## src/verilog/memPkg.sv

```systemverilog
`default_nettype none

package memPkg;

    localparam int ADDR_W    = 12;
    localparam int RAM_DEPTH = 4096;
    localparam int WORD_W    = 32;

    typedef logic [ADDR_W-1:0] addr_t;

    // access length, LEN_WORD means four bytes
    typedef logic [1:0] lenCode_t;
    localparam lenCode_t LEN_BYTE = 2'd1;
    localparam lenCode_t LEN_HALF = 2'd2;
    localparam lenCode_t LEN_WORD = 2'd3;

    // lane 0 is the least significant byte
    typedef union packed {
        logic [WORD_W-1:0] word;
        logic [3:0][7:0]   bytes;
    } memWord;

    // one byte command to the RAM
    typedef struct packed {
        logic       en;
        logic       write;
        addr_t      addr;
        logic [7:0] wdata;
    } ramCmd_t;

    typedef struct packed {
        logic  en;
        addr_t addr;
    } fetchReq_t;

    typedef struct packed {
        logic   done;
        memWord inst;
    } fetchResp_t;

    typedef struct packed {
        logic     en;
        logic     isStore;
        lenCode_t len;
        addr_t    addr;
        memWord   wdata;
    } dataReq_t;

    typedef struct packed {
        logic   done;
        memWord rdata;
    } dataResp_t;

endpackage

`default_nettype wire

```

## src/verilog/memPortArbiter.sv

```systemverilog
`timescale 1ns/1ps
`default_nettype none

module memPortArbiter (
    input  logic            clk,
    input  logic            rst,
    input  logic            hold,
    input  logic            fetchEn,
    input  logic            dataEn,
    input  logic            fetchDone,
    input  logic            dataDone,
    input  memPkg::ramCmd_t fetchCmd,
    input  memPkg::ramCmd_t dataCmd,
    output logic            fetchGrant,
    output logic            dataGrant,
    output memPkg::ramCmd_t ramCmd
);
    import memPkg::*;

    ramCmd_t selCmd;

    // the two grant bits are the owner state
    always_ff @(posedge clk) begin
        if (rst) begin
            fetchGrant <= 1'b0;
            dataGrant  <= 1'b0;
        end else if (!hold) begin
            if (dataGrant) begin
                if (dataDone) begin
                    dataGrant <= 1'b0;
                end
            end else if (fetchGrant) begin
                if (fetchDone) begin
                    fetchGrant <= 1'b0;
                end
            end else begin
                // data wins over fetch
                if (dataEn) begin
                    dataGrant <= 1'b1;
                end else if (fetchEn) begin
                    fetchGrant <= 1'b1;
                end
            end
        end
    end

    always_comb begin
        if (dataGrant) begin
            selCmd = dataCmd;
        end else if (fetchGrant) begin
            selCmd = fetchCmd;
        end else begin
            selCmd = '0;
        end
    end

    // nothing reaches the RAM while held
    always_comb begin
        ramCmd    = selCmd;
        ramCmd.en = selCmd.en && !hold;
    end

endmodule

`default_nettype wire

```

## config.mk

```make
export PLATFORM = sky130hd
export DESIGN_NAME = memPortArbiter
export DESIGN_NICKNAME = d
export VERILOG_FILES = /design/src/verilog/memPkg.sv /design/src/verilog/memPortArbiter.sv
export SDC_FILE = /design/constraint.sdc
export NUM_CORES = 1
export LEC_CHECK = 0
export ABC_CLOCK_PERIOD_IN_PS = 1800
export BUFFER_PORTS_ARGS = -buffer_cell sky130_fd_sc_hd__buf_2
export CAP_MARGIN = 5
export CORE_MARGIN = 2
export CORE_UTILIZATION = 24
export DETAILED_ROUTE_END_ITERATION = 6
export MAX_ROUTING_LAYER = met4
export PLACE_DENSITY = 0.83
export REMOVE_ABC_BUFFERS = 1
export SLEW_MARGIN = 20
export SYNTH_ARGS = -nofsm -noshare
export SYNTH_HDL_FRONTEND = slang
export SYNTH_SLANG_ARGS = --single-unit
```

## constraint.sdc

```tcl
create_clock -name clk -period 1.8 [get_ports clk]
set_clock_uncertainty 0.2 [all_clocks]
set_input_delay 0.45 -clock clk [delete_from_list [all_inputs] [get_ports clk]]
set_output_delay 0.45 -clock clk [all_outputs]
set_load 0.02 [all_outputs]
```

* Word-level counts from Yosys, hierarchy flattened
Index checks and enable logic that the tools add are counted.
** Operators by class
- Multiplexer cells :: 10
- Bitwise gates (word level) :: 2
- Reduce and logical (&&, ||, !) cells :: 3
** Operators by type and width (count)
- $mux 22 :: 2
- $mux 1 :: 8
- $not 1->1 :: 2
- $reduce_and 2->1 :: 1
- $logic_and 1x1->1 :: 1
- $logic_not 1->1 :: 1
** Word-level totals
- Bits in registers :: 2
- Input port bits :: 51
- Output and inout bits :: 24

* Depth between registers and ports, before layout
- Depth in word-level cells :: 3
- Depth in mapped cells :: 4
- Depth with buffers taken out :: 3

* Worst setup path after synthesis
No wires, ideal clock.
- Kind :: flip-flop to output port
- Start :: register fetchGrant
- End :: output ramCmd[0] in the netlist's numbering
- Data arrival time :: 1.069 ns
- Data required time :: 1.150 ns
- Path slack :: 0.081 ns
- Cell stages (with the launch flop) :: 4
- Path through :: dfxtp_1 > nor2b_4 > buf_4 > a22o_1
** RTL lines
- start, declared :: RTL line memPortArbiter.sv:14 : output logic fetchGrant,
- start signal, assigned :: RTL line memPortArbiter.sv:25 : fetchGrant <= 1'b0;
- start signal, assigned :: RTL line memPortArbiter.sv:34 : fetchGrant <= 1'b0;
- start signal, assigned :: RTL line memPortArbiter.sv:41 : fetchGrant <= 1'b1;
- end, declared :: RTL line memPortArbiter.sv:16 : output memPkg::ramCmd_t ramCmd

==> run metrics <==
status=finished, violations left; failing checks=setup timing; 1st-iter DRT viols=2; Synth area leader=a22o_1; Synth Flop Type=dfxtp_1; Synth Cell Area=approximately 340 µm²; antenna violations before repair=0; Starting Density=between 20% and 30%; Max Freq=around 550 MHz; ratio of cells with drive above 1 in the final layout=approximately three quarters; post-synthesis instance total=39; Worst EP required=roughly 1.2 ns; Clock Latency Late Sink=~0.23 ns; total gr overflow=0; ant diodes=0; CTS root buf=clkbuf_4; Ys Warns=0; flops & latches, synth=2; Layout area overhead=161%; ys async rst share=0%; placed cells=roughly 130; row cnt=13; non-filler cells, final=about 130; drt wl/cell=approximately 12 µm; Worst Setup Start Kind=register; Max-cap violations=0; RSZ-0062 raised after global routing=true; Synth top area share=54.6%; final antenna-violating net count=0; worst hold path type=in -> reg; Setup TNS Final=-0.00786 ns; H-Tree Depth=1; TritonCTS buffer count=3; Data arrival, critical path=1.16 ns; first-pass GRT wire length=between 2000 and 2500 µm; Setup CP Type=reg -> out; Seq/Total Area, Yosys=between 10% and 20%; final count of negative-setup-slack endpoints=1; Power Density=451 mW/mm²; number of detailed-route iterations in the first pass=4; top-count cell post-synth=a22o_1; CTS tree=done; die area=roughly 0.0017 mm²; Fin. Hold Viols=0; nets=approximately 170; Post-synth EDFFs=0; synth top area cells=a22o_1 (55%), dfxtp_1 (12%), buf_4 (4.5%); Max-Slew Margin vs Limit=a little over four fifths; die height=approximately 41 µm; CTS clk-pin slew, worst paths=approximately 0.030 ns; PortBufs=74; Critical Path End Type=output pin; Mean Syn Cell Area=about 8.6 µm²; crit path max fanout=11; slew at the pin closest to its max-slew limit=0.244 ns; fin area=around 900 µm²; deepest clock path buffer count=2; Setup WS post-layout=-0.00786 ns; Yosys cell types=15; GR Util All Layers=a little under a fifth; most common library cells after synthesis=a22o_1 (21), buf_2 (2), buf_4 (2), dfxtp_1 (2), inv_1 (2); clock sink count=2; vias per cell=just under 5; Setup WS pre-CTS=about 0.19 ns; final period utilization=100%; max-slew violations=0; drt total wl=1540 µm; DR vias=645; I/O pin count=75; minimum clock period after layout=1.81 ns; VDD IR-drop max=0.382 mV; # fillers=between 100 and 150; die width=~41 µm; LEAKAGE=about 0.50 nW; number of global-route vias before repair=approximately 640; area post-placement=just over 700 µm²; Remaining DRCs=0; pin count of the biggest net entering global routing=14; GPL Wtd Cong=approximately 0.7; area of the core=approximately 0.0013 mm²
==> final timing paths <==
kind | slack [ns] | depth (start not counted) | to | startpoint
max | -0.008 | 5 | ramCmd[21] | fetchGrant$_SDFFE_PP0P_
min | 0.20 | 2 | dataGrant$_SDFFE_PP0N_ | rst
max reg2reg | 0.53 | 4 | fetchGrant$_SDFFE_PP0P_ | dataGrant$_SDFFE_PP0N_
min reg2reg | 0.37 | 2 | fetchGrant$_SDFFE_PP0P_ | fetchGrant$_SDFFE_PP0P_
==> worst max-delay path, stage by stage (launching register included) <==
cell and delay (ns):
dfxtp_2 0.32, nor2b_4 0.16, buf_6 0.15, a22oi_2 0.06
nor2_1 0.09, buf_4 0.14
==> state kept, by name (all words and copies together), names as in the netlist <==
name        cells
fetchGrant      1
dataGrant       1
==> cell usage in the layout (no fill, tap or decap) <==
| master | n |
|---|---|
| nor2b_4 | 1 |
| clkbuf_4 | 3 |
| a22o_1 | 21 |
| buf_4 | 9 |
| buf_6 | 18 |
| nor2_4 | 1 |
| a22oi_2 | 1 |
| buf_2 | 52 |
| nand3b_1 | 1 |
| inv_1 | 2 |
| a21oi_1 | 1 |
| a31oi_1 | 1 |
| a311oi_1 | 1 |
| nor2_1 | 1 |
| o21ai_0 | 1 |
| dfxtp_2 | 2 |
==> cell families (layout without fill, tap and decap cells) <==
| group | after synthesis | count (layout) | synth area share, % |
|---|---|---|---|
| AO/OA/AOI/OAI | 26 | 26 | 64.3 |
| buffers and inverters | 7 | 84 | 13.0 |
| flip-flops | 2 | 2 | 11.9 |
| AND/OR/NAND/NOR | 4 | 4 | 10.8 |
==> final cells by class <==
| cell class | instances | area [µm²] | area share [%] |
|---|---|---|---|
| clock buffer | 3 | 22.5 | 2.56 |
| multi-input combinational | 30 | 258 | 29.3 |
| sequential | 2 | 42.5 | 4.84 |
| timing repair buffer | 79 | 531 | 60.3 |
| inverter | 2 | 7.51 | 0.853 |
| tap | 15 | 18.8 | 2.13 |
==> repair_timing <==
action | 4_1_cts | 5_1_grt
setup buffers | 0 | 0
hold buffers | 0 | 0
endpoints found under the setup margin | 22 | 22
pin swaps | 0 | 0
gates resized for setup | 16 | 27
==> power breakdown <==
part | internal, W | switching [W]
Clock | 0.0000737 | 0.0000268
Combinational | 0.000133 | 0.000112
Sequential | 0.0000481 | 0.00000295
Total | 0.000255 | 0.000142
==> stage by stage <==
stage / util (%) / hold WS (ns) / power (W)
global route: 67.6 / 0.201 / 0.000422
global placement: 55.9 / 0.362 / 0.000249
CTS: 61.0 / 0.192 / 0.000372
detailed placement: 55.9 / 0.362 / 0.000252
floorplan: - / 0.319 / 0.000151
finish: 67.6 / 0.201 / 0.000397
==> per-layer routing <==
layer / track usage (%) / vias up / wire, µm
li1: - / 318 / -
met2: 31.9 / 49 / 787
met1: 20.1 / 278 / 564
met3: 5.65 / 0 / 191
met4: 4.52 / 0 / 0
met5: - / - / 0
Note: power is estimated with default switching activity, not from simulation.
