[config.mk]
export PLATFORM = sky130hd
export DESIGN_NAME = instFetchSeq
export DESIGN_NICKNAME = d
export VERILOG_FILES = /design/src/verilog/memPkg.sv /design/src/verilog/instFetchSeq.sv
export SDC_FILE = /design/constraint.sdc
export NUM_CORES = 1
export LEC_CHECK = 0
export BUFFER_PORTS_ARGS = -buffer_cell sky130_fd_sc_hd__buf_2
export CAP_MARGIN = 20
export CORE_ASPECT_RATIO = 1.25
export CORE_MARGIN = 2
export CORE_UTILIZATION = 43
export DETAILED_ROUTE_END_ITERATION = 16
export GPL_TIMING_DRIVEN = 0
export PLACE_DENSITY = 0.79
export SYNTH_ARGS = -nofsm -noshare
export SYNTH_HDL_FRONTEND = slang
export SYNTH_SLANG_ARGS = --single-unit
export TNS_END_PERCENT = 5
[constraint.sdc]
create_clock -name clk -period 1.7 [get_ports clk]
set_input_delay 0.085 -clock clk [delete_from_list [all_inputs] [get_ports clk]]
set_output_delay 0.085 -clock clk [all_outputs]
set_load 0.03 [all_outputs]
[src/verilog/memPkg.sv]
`default_nettype none

package memPkg;

    localparam int ADDR_W    = 12;
    localparam int RAM_DEPTH = 4096;
    localparam int WORD_W    = 32;

    typedef logic [ADDR_W-1:0] addr_t;

    // access length, LEN_WORD means four bytes
    typedef logic [1:0] lenCode_t;
    localparam lenCode_t LEN_BYTE = 2'd1;
    localparam lenCode_t LEN_HALF = 2'd2;
    localparam lenCode_t LEN_WORD = 2'd3;

    // lane 0 is the least significant byte
    typedef union packed {
        logic [WORD_W-1:0] word;
        logic [3:0][7:0]   bytes;
    } memWord;

    // one byte command to the RAM
    typedef struct packed {
        logic       en;
        logic       write;
        addr_t      addr;
        logic [7:0] wdata;
    } ramCmd_t;

    typedef struct packed {
        logic  en;
        addr_t addr;
    } fetchReq_t;

    typedef struct packed {
        logic   done;
        memWord inst;
    } fetchResp_t;

    typedef struct packed {
        logic     en;
        logic     isStore;
        lenCode_t len;
        addr_t    addr;
        memWord   wdata;
    } dataReq_t;

    typedef struct packed {
        logic   done;
        memWord rdata;
    } dataResp_t;

endpackage

`default_nettype wire

[src/verilog/instFetchSeq.sv]
`timescale 1ns/1ps
`default_nettype none

module instFetchSeq (
    input  logic               clk,
    input  logic               rst,
    input  logic               hold,
    input  logic               grant,
    input  memPkg::fetchReq_t  req,
    input  logic [7:0]         ramRdata,
    output memPkg::ramCmd_t    cmd,
    output logic               busy,
    output memPkg::fetchResp_t resp
);
    import memPkg::*;

    // stage 0..3 issue byte reads, stage 4 takes the last byte
    logic [2:0]      stage;
    logic [1:0]      captLane;
    logic [2:0][7:0] lowBytes;
    logic            active;
    logic            lastStage;

    assign active    = grant && req.en;
    assign busy      = active;
    assign lastStage = (stage == 3'd4);
    assign captLane  = 2'(stage - 3'd1);

    always_comb begin
        cmd       = '0;
        cmd.en    = active && !hold && !lastStage;
        cmd.write = 1'b0;
        cmd.addr  = req.addr + addr_t'(stage);
    end

    // byte 3 comes straight from the RAM output
    always_comb begin
        resp               = '0;
        resp.done          = active && !hold && lastStage;
        resp.inst.bytes[0] = lowBytes[0];
        resp.inst.bytes[1] = lowBytes[1];
        resp.inst.bytes[2] = lowBytes[2];
        resp.inst.bytes[3] = ramRdata;
    end

    always_ff @(posedge clk) begin
        if (rst) begin
            stage <= '0;
        end else if (resp.done) begin
            stage <= '0;
        end else if (active && !hold) begin
            stage <= stage + 3'd1;
        end
    end

    // returning byte is taken even while held, rdata stays put meanwhile
    always_ff @(posedge clk) begin
        if (active && stage != 3'd0 && !lastStage) begin
            lowBytes[captLane] <= ramRdata;
        end
    end

endmodule

`default_nettype wire

# Yosys cells after proc, flatten, opt, wreduce, memory -nomap -nowiden
# Index checks and enable logic that the tools add are counted.
dict set report word_totals {
  regBits 27
  output_inout_bits 56
  wordCells 24
}
dict set report classes {
  n_addsub 3
  n_lt_le_gt_ge 2
  eq_ne 1
  n_mux 3
  n_reduce_logical 11
}
# operator n
set op_table {}
lappend op_table {{bitwise mux 24 bit} 1}
lappend op_table {{demux 8 bit (select 2 bit)} 1}
lappend op_table {{adder 12 x 3 -> 12 bit} 1}
lappend op_table {{two-way mux 8 bit} 1}
lappend op_table {{logical AND 1 bit} 7}
lappend op_table {{adder 3 x 1 -> 3 bit, second input constant} 1}
lappend op_table {{== test 3 bit, second input constant} 1}
lappend op_table {{< comparator 2 x 3 -> 1 bit, second input constant} 1}
lappend op_table {{nonzero test 3 bit} 1}
lappend op_table {{greater-or-equal comparator 2 x 1 -> 1 bit, second input constant} 1}
lappend op_table {{zero test 1 bit} 2}
lappend op_table {{OR reduction 2 bit} 1}
lappend op_table {{subtractor 2 x 1 -> 2 bit, second input constant} 1}

# Depth between registers and ports, before layout
dict set report depth {
  depth_word 6
  ltp_mapped 6
  depth_no_buf 6
}

# Worst setup path before layout
# No wires, ideal clock.
dict set report synth_timing {
  path_kind {register to output}
  from {register stage[0]}
  to {output cmd[16] (netlist name)}
  arrival_ns 1.916
  t_required_ns 1.615
  path_slack_ns -0.301
  path_stages_with_launch 7
  cell_sequence {dfxtp_1 > ha_1 > inv_1 > fa_1 > nor2b_1 > o2111ai_1 > xnor2_1}
}
# item line_no
set synth_rtl {}
lappend synth_rtl {{from (decl)} instFetchSeq.sv:18} ;# logic [2:0] stage;
lappend synth_rtl {{from (signal assigned)} instFetchSeq.sv:52} ;# stage <= stage + 3'd1;
lappend synth_rtl {{to (decl)} instFetchSeq.sv:11} ;# output memPkg::ramCmd_t cmd,

==> results.toml <==
[outcome]
status = "finished with violations"
violations = "setup timing"

[detailed_routing]
vias = 1091
routed_via_density = 4.68
final_antenna_net_count = 0
wl_um = 2830
firstDrtPassIters = 4
wl_met3_um = 362
wl_per_cell_um = 12.1
dr_wl_met2_um = 1500
wl_met1_um = 944
top_layer_used = "met4"
drcViolationCount = 0
drt_iter0_markers = 11

[sta]
min_period_over_period = 1.14
rsz0062_at_grt = "true"
fin_crit_ps = 1930
worst_slack_ps = -230
maxSlewViolCount = 0
setup_violations = 8
fin_worst_skew_ps = 10.4
fmax_mhz = 518
hold_viol = 0

[placement]
place_hpwl_um = 2260
postPlaceCellArea_um2 = 1870
pre_cts_ws_ps = -157
io_buffers = 71
place_congestion = 0.776

[grt]
antenna_found_initial = 0
grt_usage = 0.157
grt_pass1_wl_um = 4200
grt_pass1_vias = 983
grt_overflow_total = 0
grt_max_degree = 16

[worst_setup_path]
cp-start-kind = "flop"
critPathMaxFanout = 4
worst-setup-path-type = "flop to output port"
arrival_ps = 1840
end_kind = "output port"
cp.required_ps = 1620

[final_layout]
num-fill-cells = 244
syn2layout_area_growth_pct = 50.7
multi_input_area_um2 = 612
antenna_cells = 0
final_area_um2 = 2080
seq_area_um2 = 792
drive_gt1_frac = 0.617
nets = 231

[floorplan]
num_io_pins = 81
die_area_um2 = 3680
rows = 23
initial_core_util = 0.439
die_height_um = 67.3
core-area_um2 = 3140
die_width_um = 54.6

[logic_synthesis]
synth-warning-count = 0
yosysTopAreaCell = "edfxtp_1"
synth_area_leaders = "edfxtp_1 52%, buf_4 9.3%, ha_1 7.3%, dfxtp_1 4.4%, xnor2_1 3.2%"
synth_seq_area_share = 0.567
synth_ff_type = "edfxtp_1"
yosysMostFrequentCell = "edfxtp_1"
synth_edf_count = 24
synth_cells = 108
synth_seq_cells = 27
synthDistinctLibCells = 27
syn_area_per_cell_um2 = 12.8
synth_top_area_share = 0.523
syn_area_um2 = 1380
ys_top_cells_by_count = "24 x edfxtp_1, 17 x buf_4, 8 x ha_1, 6 x a21oi_1, 6 x nand2_1"
async_reset_ff_frac = 0

[clock_tree]
htreeDepth = 1
cts_buffers = 3
clk_path_buf_depth = 2
cts-root-buf = "clkbuf_8"
cts_sinks = 27
clkLatencyLatePin_ps = 260
cts.reportedPaths.clkPinSlew_ps = 80
cts_tree = "yes"

[pwr]
p_per_area_nw_per_um2 = 640
p_leak_nw = 0.937
ir_drop_mv = 0.460

[worst_hold_path]
hold_class = "primary input to flop"

[job]
maxCapViolations = 0
## cell usage in the layout (no fill, tap or decap), types with 2 or more instances in the layout
| master | Yosys | routed |
|---|---|---|
| a21oi_1 | 6 | 6 |
| and2_2 | 0 | 3 |
| and3_1 | 2 | 2 |
| buf_2 | 0 | 62 |
| buf_4 | 17 | 26 |
| buf_6 | 0 | 4 |
| clkbuf_8 | 0 | 3 |
| conb_1 | 1 | 9 |
| dfxtp_4 | 0 | 3 |
| edfxtp_1 | 24 | 24 |
| ha_1 | 8 | 5 |
| ha_4 | 0 | 2 |
| inv_1 | 5 | 3 |
| inv_2 | 0 | 2 |
| nand2_1 | 6 | 6 |
| nand3_1 | 2 | 2 |
| nand3b_1 | 2 | 2 |
| nand4_1 | 2 | 2 |
| nor2_1 | 2 | 2 |
| o2111ai_2 | 0 | 2 |
| o21ai_0 | 2 | 2 |
| xnor2_2 | 0 | 5 |
| xor2_1 | 5 | 4 |
## sequential cells by signal (all words and copies together) (netlist names)
name   flops
stage      3
resp      24
## worst paths after layout
kind,from,end,slack (ps),cells after the start
max,stage[0],cmd[16],-230,7
min,ramRdata[5],resp[5],30,1
max reg2reg,stage[0],resp[1],140,5
min reg2reg,stage[1],stage[1],510,2
## metal layers
metal,GRT usage,vias to the layer above
met1,0.172,482
li1,-,530
met5,0,-
met2,0.295,75
met4,0.0563,0
met3,0.0199,4
## area by class of cell
| type | instances | area share |
|---|---|---|
| plain buffers | 17 | 0.0615 |
| clock buffers | 3 | 0.0199 |
| clock inverters | 1 | 0.00241 |
| inverters | 5 | 0.00904 |
| multi-input cells | 67 | 0.295 |
| flip-flops and latches | 27 | 0.382 |
| well taps | 37 | 0.0223 |
| repair buffers | 76 | 0.209 |
## per-stage QoR
| step | power, mW | utilization | instances | TNS (ps) | hold WS [ps] |
|---|---|---|---|---|---|
| global route | 1.39 | 0.662 | 233 | -1810 | 34.5 |
| global placement | 0.979 | 0.595 | 224 | -343 | 276 |
| CTS | 1.34 | 0.655 | 232 | -1290 | 29.7 |
| floorplan | 0.903 | - | 116 | -71.5 | 147 |
| detailed placement | 0.984 | 0.595 | 224 | -1270 | 278 |
| finish | 1.33 | 0.662 | 233 | -1060 | 34.8 |
## where the power goes
group	switching [mW]	total, mW	internal (mW)
Sequential	0.00167	0.720	0.718
Clock	0.168	0.331	0.163
Combinational	0.167	0.277	0.110
## repair_timing
| action | 4_1_cts | 5_1_grt |
|---|---|---|
| hold buffers | 1 | 0 |
| pin swaps | 5 | 5 |
| setup endpoints to repair | 35 | 11 |
| hold endpoints to repair | 3 | 0 |
| buffers inserted | 3 | 1 |
| gates resized for setup | 27 | 7 |
## critical path: stages (launching register included)
cell,delay [ps]
dfxtp_4,360
ha_4,130
inv_2,40
fa_2,360
nor2b_4,180
o2111ai_2,150
xnor2_2,210
buf_6,150
## cells by family after synthesis
logic type | after synthesis | share of synthesized area
flops | 27 | 0.567
other cells | 1 | 0.00272
compound gates | 14 | 0.0681
buf+inv | 22 | 0.106
fa+ha+maj | 9 | 0.0872
simple gates | 25 | 0.105
xor+xnor | 10 | 0.0636
Note: power is estimated with default switching activity, not from simulation.
