File: src/verilog/memPkg.sv
`default_nettype none

package memPkg;

    localparam int ADDR_W    = 12;
    localparam int RAM_DEPTH = 4096;
    localparam int WORD_W    = 32;

    typedef logic [ADDR_W-1:0] addr_t;

    // access length, LEN_WORD means four bytes
    typedef logic [1:0] lenCode_t;
    localparam lenCode_t LEN_BYTE = 2'd1;
    localparam lenCode_t LEN_HALF = 2'd2;
    localparam lenCode_t LEN_WORD = 2'd3;

    // lane 0 is the least significant byte
    typedef union packed {
        logic [WORD_W-1:0] word;
        logic [3:0][7:0]   bytes;
    } memWord;

    // one byte command to the RAM
    typedef struct packed {
        logic       en;
        logic       write;
        addr_t      addr;
        logic [7:0] wdata;
    } ramCmd_t;

    typedef struct packed {
        logic  en;
        addr_t addr;
    } fetchReq_t;

    typedef struct packed {
        logic   done;
        memWord inst;
    } fetchResp_t;

    typedef struct packed {
        logic     en;
        logic     isStore;
        lenCode_t len;
        addr_t    addr;
        memWord   wdata;
    } dataReq_t;

    typedef struct packed {
        logic   done;
        memWord rdata;
    } dataResp_t;

endpackage

`default_nettype wire

File: src/verilog/dataAccessSeq.sv
`timescale 1ns/1ps
`default_nettype none

module dataAccessSeq (
    input  logic              clk,
    input  logic              rst,
    input  logic              hold,
    input  logic              grant,
    input  memPkg::dataReq_t  req,
    input  logic [7:0]        ramRdata,
    output memPkg::ramCmd_t   cmd,
    output logic              busy,
    output memPkg::dataResp_t resp
);
    import memPkg::*;

    dataReq_t        cur;
    logic [2:0]      stage;
    logic [2:0]      byteCount;
    logic [1:0]      lastLane;
    logic [1:0]      captLane;
    logic [2:0][7:0] lowBytes;
    logic            active;
    logic            lastStage;

    // request sampled while not owning the port
    always_ff @(posedge clk) begin
        if (!grant) begin
            cur <= req;
        end
    end

    assign active = grant && cur.en;
    assign busy   = active;

    always_comb begin
        case (cur.len)
            LEN_BYTE: byteCount = 3'd1;
            LEN_HALF: byteCount = 3'd2;
            default:  byteCount = 3'd4;
        endcase
    end

    assign lastLane = 2'(byteCount - 3'd1);
    assign captLane = 2'(stage - 3'd1);

    // stores end with the last write, loads one cycle later
    assign lastStage = cur.isStore ? (stage == byteCount - 3'd1) : (stage == byteCount);

    always_comb begin
        cmd       = '0;
        cmd.en    = active && !hold && (stage < byteCount);
        cmd.write = cur.isStore;
        cmd.addr  = cur.addr + addr_t'(stage);
        cmd.wdata = cur.wdata.bytes[stage[1:0]];
    end

    // zero-extended load result, last lane from the RAM output
    always_comb begin
        resp      = '0;
        resp.done = active && !hold && lastStage;
        if (!cur.isStore) begin
            for (int i = 0; i < 3; i++) begin
                if (3'(i) < byteCount - 3'd1) begin
                    resp.rdata.bytes[i] = lowBytes[i];
                end
            end
            resp.rdata.bytes[lastLane] = ramRdata;
        end
    end

    always_ff @(posedge clk) begin
        if (rst) begin
            stage <= '0;
        end else if (resp.done) begin
            stage <= '0;
        end else if (active && !hold) begin
            stage <= stage + 3'd1;
        end
    end

    always_ff @(posedge clk) begin
        if (active && !cur.isStore && stage != 3'd0 && stage < byteCount) begin
            lowBytes[captLane] <= ramRdata;
        end
    end

endmodule

`default_nettype wire

File: config.mk
export PLATFORM = sky130hd
export DESIGN_NAME = dataAccessSeq
export DESIGN_NICKNAME = d
export VERILOG_FILES = /design/src/verilog/memPkg.sv /design/src/verilog/dataAccessSeq.sv
export SDC_FILE = /design/constraint.sdc
export NUM_CORES = 1
export LEC_CHECK = 0
export ABC_AREA = 1
export BUFFER_PORTS_ARGS = -buffer_cell sky130_fd_sc_hd__buf_4
export CAP_MARGIN = 20
export CORE_MARGIN = 5
export CORE_UTILIZATION = 35
export CTS_CLUSTER_DIAMETER = 80
export CTS_CLUSTER_SIZE = 10
export DETAILED_ROUTE_END_ITERATION = 10
export PLACE_DENSITY = 0.71
export SETUP_SLACK_MARGIN = 0.3
export SYNTH_ARGS = -nofsm -noshare
export SYNTH_HDL_FRONTEND = slang
export SYNTH_SLANG_ARGS = --single-unit
File: constraint.sdc
create_clock -name clk -period 2.3 [get_ports clk]
set_clock_uncertainty 0.2 [all_clocks]
set_input_delay 0.345 -clock clk [delete_from_list [all_inputs] [get_ports clk]]
set_output_delay 0.345 -clock clk [all_outputs]
set_load 0.02 [all_outputs]
* After elaboration in Yosys (flattened, before gate mapping)
Index checks and enable logic that the tools add are counted.
Word-level totals: bits in registers 75, input bits 60
Cells by class: $add $sub $neg 4, $lt $le $gt $ge 9, eq/ne operators 4, mux-type cells 17, reductions and logical operators 13
Operator list (count):
- $mux W8 | 9
- $bwmux W32 | 1
- $demux W8 S2 | 2
- $mux W32 | 1
- $bwmux W24 | 1
- $bmux W8 S2 | 1
- $add A12 B3 Y12 | 1
- $logic_and A1 B1 Y1 | 9
- $lt A2 B3 Y1 const B | 3
- $eq A3 B3 Y1 | 2
- $lt A1 B3 Y1 const A | 2
- $pmux W3 S2 | 1
- $ge A2 B1 Y1 const B | 2
- $add A3 B1 Y3 const B | 1
- $lt A2 B3 Y1 const A | 1
- $lt A3 B3 Y1 | 1
- $reduce_bool A3 Y1 | 1
- $sub A3 B1 Y3 const B | 1
- $eq A2 B1 Y1 const B | 1
- $eq A2 B2 Y1 const B | 1
- $logic_not A1 Y1 | 2
- $reduce_or A2 Y1 | 1
- $sub A2 B1 Y2 const B | 1
- $mux W1 | 1

* Logic depth before layout (Yosys ltp)
Gate-level depths: netlist (run 1).
depth after elaboration 9, gate-level depth with buffers 12

* Least setup slack after synthesis (run 1)
No wires, ideal clock.
path type register to output, from register stage[1], to output cmd[16] (netlist name), data arrival time 1890 ps, setup slack -135 ps, cell stages (with the launch flop) 11, path buffers 2, cell sequence dfxtp_1 buf_4 inv_2 buf_6 fa_1 inv_1 nand2_1 nand2_1 nand3_2 nor2_4 xor2_1
RTL lines:
- start: declaration | RTL line dataAccessSeq.sv:18 | logic [2:0] stage;
- start signal: assignment | RTL line dataAccessSeq.sv:78 | stage <= stage + 3'd1;
- end: declaration | RTL line dataAccessSeq.sv:11 | output memPkg::ramCmd_t cmd,

==> flow_metrics.tcl, run 1 <==
set metrics [dict create \
    outcome "finished with violations" \
    violations "negative setup slack" \
    synth_top_area_cell "edfxtp_1" \
    synth_flop_cell "edfxtp_1" \
    slowest_delay_ps 380 \
    synth_edf_count 72 \
    p_sw_w 0.00110 \
    drtPass1Iterations 4 \
    ys_types 29 \
    drive_above_1_share_pct 62.0 \
    timing.critical_path.cells "ha_4, inv_2, fa_2, inv_2, nand2_2, nand2_4, nand3_4, nor2_4, nand2_1, nand2_1, nand2_2, buf_6" \
    die_h_um 111 \
    vias 3147 \
    syn-instance-count 312 \
    swShare_pct 27.9 \
    rsz0062_at_grt "yes" \
    fillCellCount 613 \
    grt_pass1_vias 3342 \
    cp_max_fo 3 \
    setup_tns_ps -3930 \
    final_cells 654 \
    synth_mux_area_share_pct 0 \
    place.port_buffers 115 \
    critical_path_required_ps 1750 \
    core_area_um2 9860 \
    p_clk_share_pct 30.6 \
    power.leakage_nw 2.70 \
    grt_usage_pct 17.4 \
    wl_per_cell_um 18.1 \
    gp_congestion 0.766 \
    placed_cell_area_um2 4830 \
    crit_slowest_cell "edfxtp_1" \
    drcViolationCount 0 \
    cts_tree "yes" \
    drt-total-wl_um 11800 \
    clockBufferDepth 2 \
    nets 590 \
    fp-row-count 36 \
    setup_viol 46 \
    finalCritPeriodShare_pct 111 \
    worst-setup-path-type "flop to primary output" \
    setup_slack_ps -262 \
    async_reset_ff_share_pct 0 \
    synth_top_family_by_area "simple AND/OR/NAND/NOR gates" \
    crit_arrival_ps 2020 \
    antenna_left 0 \
    n_antenna_cell 0 \
    hp-class "input port to flop" \
    synthSimpleGateAreaFrac_pct 12.1 \
    cts_sinks 75 \
    power.share.sequential_pct 41.1 \
    grt_max_degree 38 \
    synth_seq_cells 75 \
    fin_area_um2 6820 \
    syn_area_per_cell_um2 11.4 \
    synth_xor_area_share_pct 2.70 \
    worstSetupEndpointType "primary output" \
    drv_cap 0 \
    dp_hpwl_um 6320 \
    cts-root-buf "clkbuf_8" \
    overflow 0 \
    syn_area_um2 3560 \
    synth.most_common_cell "edfxtp_1" \
    dieArea_um2 12300 \
    synthTopCellsByCount "edfxtp_1, inv_1, nand2_1, nor2_1, o21ai_0" \
    max_slew_margin_pct 63.1 \
    synth_top_cells_by_area "edfxtp_1, ha_1, o21ai_0" \
    ios 116 \
    finalHoldViolCount 0 \
    synth-compound-area-share_pct 10.4 \
    vdd_drop_max_mv 0.377 \
    min_period_ps 2560 \
    syn-num-nets 386 \
    dieWidth_um 111 \
    drv_slew 0 \
    internal_power_w 0.00285 \
    drt_iter0_markers 128 \
    dp_cells 560 \
    htreeDepth 3 \
    tightest_slew_ps 553 \
    numCtsBuffers 9 \
    power_frac_comb_pct 28.3 \
    yosysSeqAreaShare_pct 62.4 \
    powerDensity_nw_per_um2 580 \
    yosysWarnings 0 \
    viasPerCell 4.81 \
    grt_pass1_wl_um 17200 \
    synth_top_area_share_pct 60.7 \
    start_kind "flop" \
    antenna_found_initial 0 \
    clkTransAtPathRegs_ps 80 \
    insertion_delay_ps 350 \
    start_util_pct 36.1 \
    synth_fa_ha_area_share_pct 5.13 \
    fmax_ghz 0.390 \
    area_delta_synth_final_pct 91.6 \
]
-- placed cells by master (no fill, tap or decap), drive strengths merged, types with 13 or more instances in the layout --
cell type / netlist / layout
a21oi: 22 / 22
buf: 16 / 156
dlygate4sd3: 0 / 51
edfxtp: 72 / 72
ha: 13 / 13
inv: 39 / 39
nand2: 35 / 35
nor2: 32 / 32
nor3: 16 / 16
o21ai: 27 / 27
-- layer usage --
layer	GRT usage [%]	vias up	part of all wire, %
li1	-	1495	-
met4	4.11	0	1.5
met3	5.13	15	5.7
met1	20.2	1528	37
met2	31.6	109	55
met5	0	-	0
-- power groups by stage --
stage               Combinational (W)  Clock [W]  Sequential [W]
detailed placement           0.000670          0         0.00164
floorplan                    0.000384          0         0.00163
global placement             0.000664          0         0.00163
global route                  0.00118    0.00128         0.00163
finish                        0.00112    0.00121         0.00163
CTS                          0.000962    0.00122         0.00162
-- critical path: cells and delay by family (launching register included) --
family	cells	cell delay [ps]
simple gates	7	580
fa+ha+maj	2	490
flops	1	380
buf+inv	3	210
-- cell type report --
cell class                      instances  area [um^2]  share of cell area, %
Sequential cell                        75         2230                   32.7
Timing Repair Buffer                  209         2070                   30.3
Multi-Input combinational cell        182         1950                   28.6
Inverter                               39          169                   2.48
Tap cell                              133          166                   2.44
Clock buffer                            9          124                   1.82
Clock inverter                          7          116                   1.71
-- through the flow --
step	util, %	hold slack, ps	total power [W]	setup slack [ps]
4_1_cts	64.6	1.36	0.00380	-261
2_1_floorplan	-	244	0.00201	-7.03
3_5_place_dp	49.0	324	0.00231	-29.4
3_3_place_gp	49.0	323	0.00230	28.0
6_report	69.2	17.5	0.00396	-262
5_1_grt	69.2	8.43	0.00410	-377
-- cell families (layout without fill, tap and decap cells) --
group                      count (synthesis)  count (layout)
buffers and inverters                     55             264
adders and majority gates                 14              14
DFF                                       75              75
and+or+nand+nor                           92              92
xor gates and xnor gates                  11              11
AOI/OAI and AO/OA                         65              65
-- worst paths after layout --
kind / start / end / slack (ps) / depth (start not counted)
max: cur[32] / cmd[18] / -260 / 12
min: ramRdata[2] / lowBytes[18] / 20 / 1
max reg2reg: cur[45] / lowBytes[22] / -30 / 8
min reg2reg: stage[2] / stage[2] / 580 / 3
-- repair_timing --
item | 4_1_cts | 5_1_grt
buffers inserted | 19 | 4
pin swaps | 42 | 13
hold buffers | 51 | 0
gates cloned | 3 | 1
endpoints found under the setup margin | 80 | 80
resized for setup | 154 | 91
endpoints found under the hold margin | 53 | 0
-- sequential cells by signal, summed over array words and instances, names as in the netlist --
| name | count |
|---|---|
| cmd | 1 |
| cur | 47 |
| stage | 3 |
| lowBytes | 24 |
(Power assumes the default switching activity.)
==> run 2: changes to the inputs <==
- CORE_MARGIN: 5 -> 8
- PLACE_DENSITY: 0.71 -> unset
- RECOVER_POWER: unset -> 25
==> run 2 against run 1 <==
  * The run still ends with negative setup slack left
  * Clock-buffer cell count rose by 1
  * First-iteration DRC count rose by 10%
  * Sequential power barely moved
  * Die area rose by 11%
  * Setup slack improved by 13 ps
  * Utilization fell by 6.7 points
  * Hold slack improved by 63 ps
  * Critical endpoint unchanged
==> flow_metrics.tcl, run 2 (synthesis gave the netlist of run 1 again) <==
set metrics [dict create \
    outcome "finished with violations" \
    violations "negative setup slack" \
    vdd_drop_max_mv 0.505 \
    rsz0062_at_grt "yes" \
    slowest_delay_ps 340 \
    dieArea_um2 13700 \
    finalHoldViolCount 0 \
    setup_slack_ps -249 \
    cp_max_fo 3 \
    overflow 0 \
    drv_cap 0 \
    antenna_found_initial 0 \
    cts-root-buf "clkbuf_8" \
    hp-class "input port to flop" \
    start_kind "flop" \
    wl_per_cell_um 16.6 \
    antenna_left 0 \
    grt_max_degree 45 \
    worstSetupEndpointType "primary output" \
    finalCritPeriodShare_pct 111 \
    powerDensity_nw_per_um2 603 \
    dp_hpwl_um 6870 \
    die_h_um 117 \
    cts_tree "yes" \
    numCtsBuffers 9 \
    grt_pass1_vias 3238 \
    cpMostUsedCell "nand2_2" \
    clockBufferDepth 2 \
    drcViolationCount 0 \
    worst-path-buf-inv 3 \
    tightest_slew_ps 1100 \
    reg_top3 "cur: 47 flops, lowBytes: 24 flops, stage: 3 flops" \
    whs_ps 80.4 \
    viasPerCell 4.69 \
    min_period_ps 2550 \
    drt-total-wl_um 10700 \
    most-common-layout-cells "buf_4, edfxtp_1, dlygate4sd3_1" \
    gp_congestion 0.801 \
    cts_sinks 75 \
    fmax_ghz 0.392 \
    max_slew_margin_pct 26.8 \
    crit_arrival_ps 2000 \
    vias 3039 \
    drv_slew 0 \
    area_delta_synth_final_pct 77.1 \
    core_area_um2 10100 \
    drtPass1Iterations 5 \
    insertion_delay_ps 340 \
    power_w 0.00380 \
    worst-setup-path-type "flop to primary output" \
    timing.critical_path.cells "ha_2, inv_2, fa_2, inv_2, nand2_2, nand2_2, nand3_4, nor2_4, nand2_1, nand2_1, nand2_2, buf_6" \
    ios 116 \
    place.port_buffers 115 \
    drt_iter0_markers 141 \
    largest_reg_flops 47 \
    crit_slowest_cell "dfxtp_2" \
    nets 581 \
    dieWidth_um 117 \
    grt_usage_pct 15.6 \
    fp-row-count 37 \
    power.leakage_nw 2.54 \
    grt_pass1_wl_um 16200 \
    start_util_pct 35.3 \
    n_antenna_cell 0 \
    htreeDepth 3 \
    crit_family "simple AND/OR/NAND/NOR gates" \
    top_register "cur" \
    final_common_cell "buf_4" \
    drive_above_1_share_pct 53.3 \
    critical_path_required_ps 1750 \
    setup_viol 29 \
    clkTransAtPathRegs_ps 80 \
]
run 2: changes by cell type in the layout (fill, tap and decap cells not counted), moves of 5 or more:
cell / delta
buf_6: -9
a21oi_2: +7
a21oi_4: -8
o21ai_2: -14
o22ai_2: -8
o21ai_0: +15
nor2_4: -9
clkbuf_1: +10
nor2_1: +5
o22ai_1: +8
run 2: path summary, 6_finish.rpt:
path | slack (ps) | startpoint | endpoint | cells after the start
setup / recovery | -250 | stage[0] | cmd[18] | 12
hold reg to reg | 560 | stage[0] | stage[0] | 4
setup reg to reg | 60 | cur[45] | lowBytes[10] | 9
hold / removal | 80 | rst | stage[1] | 4
run 2: per-layer routing:
| metal | part of all wire [%] | track usage (%) | vias up |
|---|---|---|---|
| met1 | 38 | 16.8 | 1453 |
| met2 | 54 | 28.3 | 97 |
| met4 | 1.5 | 6.40 | 0 |
| li1 | - | - | 1477 |
| met3 | 6.6 | 4.41 | 12 |
| met5 | 0 | 0 | - |
run 2: cell type report:
class / count / area (um^2)
clock buffer: 10 / 128
clock inverter: 6 / 111
fill: 789 / 3780
inverter: 39 / 159
multi-input combinational: 182 / 1690
sequential: 75 / 2230
tap: 136 / 170
timing repair buffer: 200 / 1820
run 2: power by group:
part	internal [W]	switching, W
sequential	0.00157	0.0000322
clock	0.000723	0.000492
combinational	0.000473	0.000511
run 2: metrics by stage:
stage	area, um^2	instances	utilization (%)	setup WS [ps]	setup TNS, ps
2_1_floorplan	3780	312	-	-7.03	-56.3
4_1_cts	6070	644	60.2	-247	-2520
3_5_place_dp	4830	563	47.9	27.4	0
3_3_place_gp	4830	563	47.9	51.9	0
5_1_grt	6310	648	62.5	-343	-5970
6_report	6310	648	62.5	-249	-3240
run 2: worst reg2reg max path, cell delays in order, from the launching register on:
cell and delay (ps):
edfxtp_1 440, ha_4 340, inv_8 40, ha_4 230
nand2_2 50, inv_2 40, nand2_2 70, nand4_1 110
buf_6 160, nor2_4 230
run 2: repair_timing:
| item | 4_1_cts | 5_1_grt |
|---|---|---|
| setup endpoints to repair | 77 | 80 |
| resized for setup | 99 | 51 |
| setup buffers | 15 | 4 |
| hold buffers | 48 | 0 |
| pin swaps | 30 | 14 |
| hold endpoints to repair | 48 | 0 |
| cloned | 2 | 0 |
==> run 3: changes to the inputs <==
==> constraint.sdc (replaced) <==
create_clock -name clk -period 2.3 [get_ports clk]
set_clock_uncertainty 0.2 [all_clocks]
set_input_delay 0.345 -clock clk [delete_from_list [all_inputs] [get_ports clk]]
set_output_delay 0.345 -clock clk [all_outputs]
set_load 0.01 [all_outputs]
==> run 3 against run 2 <==
  * The run still ends with negative setup slack left
  * Die area unchanged
  * Critical path depth down 2
  * Combinational power about the same
  * Global-route usage down 0.062 points
  * Critical endpoint is now resp[32]
  * Largest cell class unchanged
  * Largest power group unchanged
==> flow_metrics.tcl, run 3 (synthesis gave the netlist of run 1 again) <==
set metrics [dict create \
    powerDensity_nw_per_um2 560 \
    drt_iter0_markers 148 \
    ios 116 \
    cts_tree "yes" \
    n_antenna_cell 0 \
    power.leakage_nw 2.66 \
    reg_top3 "cur: 47 flops, lowBytes: 24 flops, stage: 3 flops" \
    cp_max_fo 2 \
    overflow 0 \
    gp_congestion 0.827 \
    top_register "cur" \
    internal_power_w 0.00272 \
    tightest_slew_ps 1050 \
    vdd_drop_max_mv 0.431 \
    drv_slew 0 \
    worstSetupEndpointType "primary output" \
    largest_reg_flops 47 \
    p_sw_w 0.00101 \
    crit_slowest_cell "edfxtp_1" \
    met3_length_um 720 \
    rsz0062_at_grt "yes" \
    post-place-ws_ps 60.1 \
    dieArea_um2 13700 \
    drive_above_1_share_pct 59.9 \
    cts-root-buf "clkbuf_8" \
    grt_usage_pct 15.6 \
    met2_length_um 6070 \
    fp-row-count 37 \
    timing.critical_path.cells "ha_4, inv_8, ha_4, nand2_2, inv_2, nand3_2, a21oi_2, nand2_2, inv_2, buf_6" \
    min_from "rst" \
    drtPass1Iterations 4 \
    setup_slack_ps -207 \
    vias 3121 \
    slowest_delay_ps 440 \
    fmax_ghz 0.399 \
    die_h_um 117 \
    dp_hpwl_um 6850 \
    start_util_pct 35.3 \
    area_delta_synth_final_pct 86.8 \
    worst-path-buf-inv 4 \
    cts_sinks 75 \
    route.layer.met1.wl_um 4150 \
    core_area_um2 10100 \
    worst-setup-path-type "flop to primary output" \
    crit_family "adder cells" \
    drt-total-wl_um 11100 \
    power.share.sequential_pct 43.5 \
    p_clk_share_pct 29.4 \
    viasPerCell 4.71 \
    numCtsBuffers 9 \
    clkTransAtPathRegs_ps 80 \
    drv_cap 0 \
    outcome "finished with violations" \
    crit_path_start "cur[45]" \
    drcViolationCount 0 \
    grt_max_degree 44 \
    swShare_pct 27.0 \
    fillCellCount 718 \
    max_slew_margin_pct 29.9 \
    grt_pass1_wl_um 16000 \
    top_layer "met4" \
    power_frac_comb_pct 27.1 \
    setup_viol 57 \
    antenna_found_initial 0 \
    wl_per_cell_um 16.8 \
    grt_pass1_vias 3228 \
    place.port_buffers 115 \
    setup_tns_ps -4650 \
    nets 595 \
    critical_path_required_ps 1750 \
    r2r-start "cur[45]" \
    most-common-layout-cells "buf_4, edfxtp_1, dlygate4sd3_1" \
    power_w 0.00373 \
    insertion_delay_ps 340 \
    antenna_left 0 \
    finalCritPeriodShare_pct 109 \
    min_period_ps 2510 \
    final_common_cell "buf_4" \
    violations "negative setup slack" \
    hp-class "input port to flop" \
    crit_arrival_ps 1960 \
    htreeDepth 3 \
    dieWidth_um 117 \
    start_kind "flop" \
    finalHoldViolCount 0 \
    clockBufferDepth 2 \
]
-- run 3: cell types whose count changed in the layout (fill, tap and decap cells not counted), sizes merged --
| cell | previous run | this run |
|---|---|---|
| buf | 142 | 149 |
| bufinv | 3 | 2 |
| clkbuf | 20 | 27 |
| clkinv | 1 | 3 |
| clkinvlp | 1 | 2 |
| inv | 40 | 38 |
-- run 3: worst paths after layout --
path,to,cells after the start,slack [ps]
min,stage[0],4,90
min reg2reg,stage[2],3,540
max,resp[32],10,-210
max reg2reg,lowBytes[14],11,-90
-- run 3: worst min-delay path: stages --
cell     delay (ps)
buf_4            80
inv_1            50
nand2_4          90
nor2_4           30
-- run 3: stage by stage --
step                      hold WS, ps  instance area, um^2  instances  util [%]
after floorplan                   244                 3640        312         -
after global placement            323                 4670        560      46.2
after detailed placement          324                 4670        560      46.2
after CTS                        18.0                 6050        646      59.9
after global routing             79.4                 6650        662      65.9
final                            89.3                 6650        662      65.9
-- run 3: repair_timing --
action | in CTS | in global routing
pin swaps | 29 | 33
gates resized for setup | 114 | 120
hold buffers | 48 | 0
cloned | 3 | 2
setup buffers | 19 | 14
hold endpoints to repair | 48 | 0
setup endpoints to repair | 78 | 80
-- run 3: layout make-up --
class	instances	area, um^2	area share [%]
Multi-Input combinational cell	182	1860	28.0
Sequential cell	75	2230	33.5
Clock buffer	10	128	1.92
Tap cell	136	170	2.56
Inverter	39	175	2.63
Timing Repair Buffer	214	2000	30.0
Clock inverter	6	90.1	1.35
-- run 3: power by group through the flow --
stage / clock network (W) / registers, W / logic [W]
after global placement: 0 / 0.00163 / 0.000569
after detailed placement: 0 / 0.00163 / 0.000574
final: 0.00110 / 0.00162 / 0.00101
after CTS: 0.00111 / 0.00162 / 0.000815
after global routing: 0.00118 / 0.00163 / 0.00107
after floorplan: 0 / 0.00162 / 0.000288
-- run 3: metal layers --
metal	vias up	GRT usage [%]
li1	1503	-
met1	1499	16.6
met2	109	28.8
met3	10	4.98
met4	0	4.44
met5	-	0
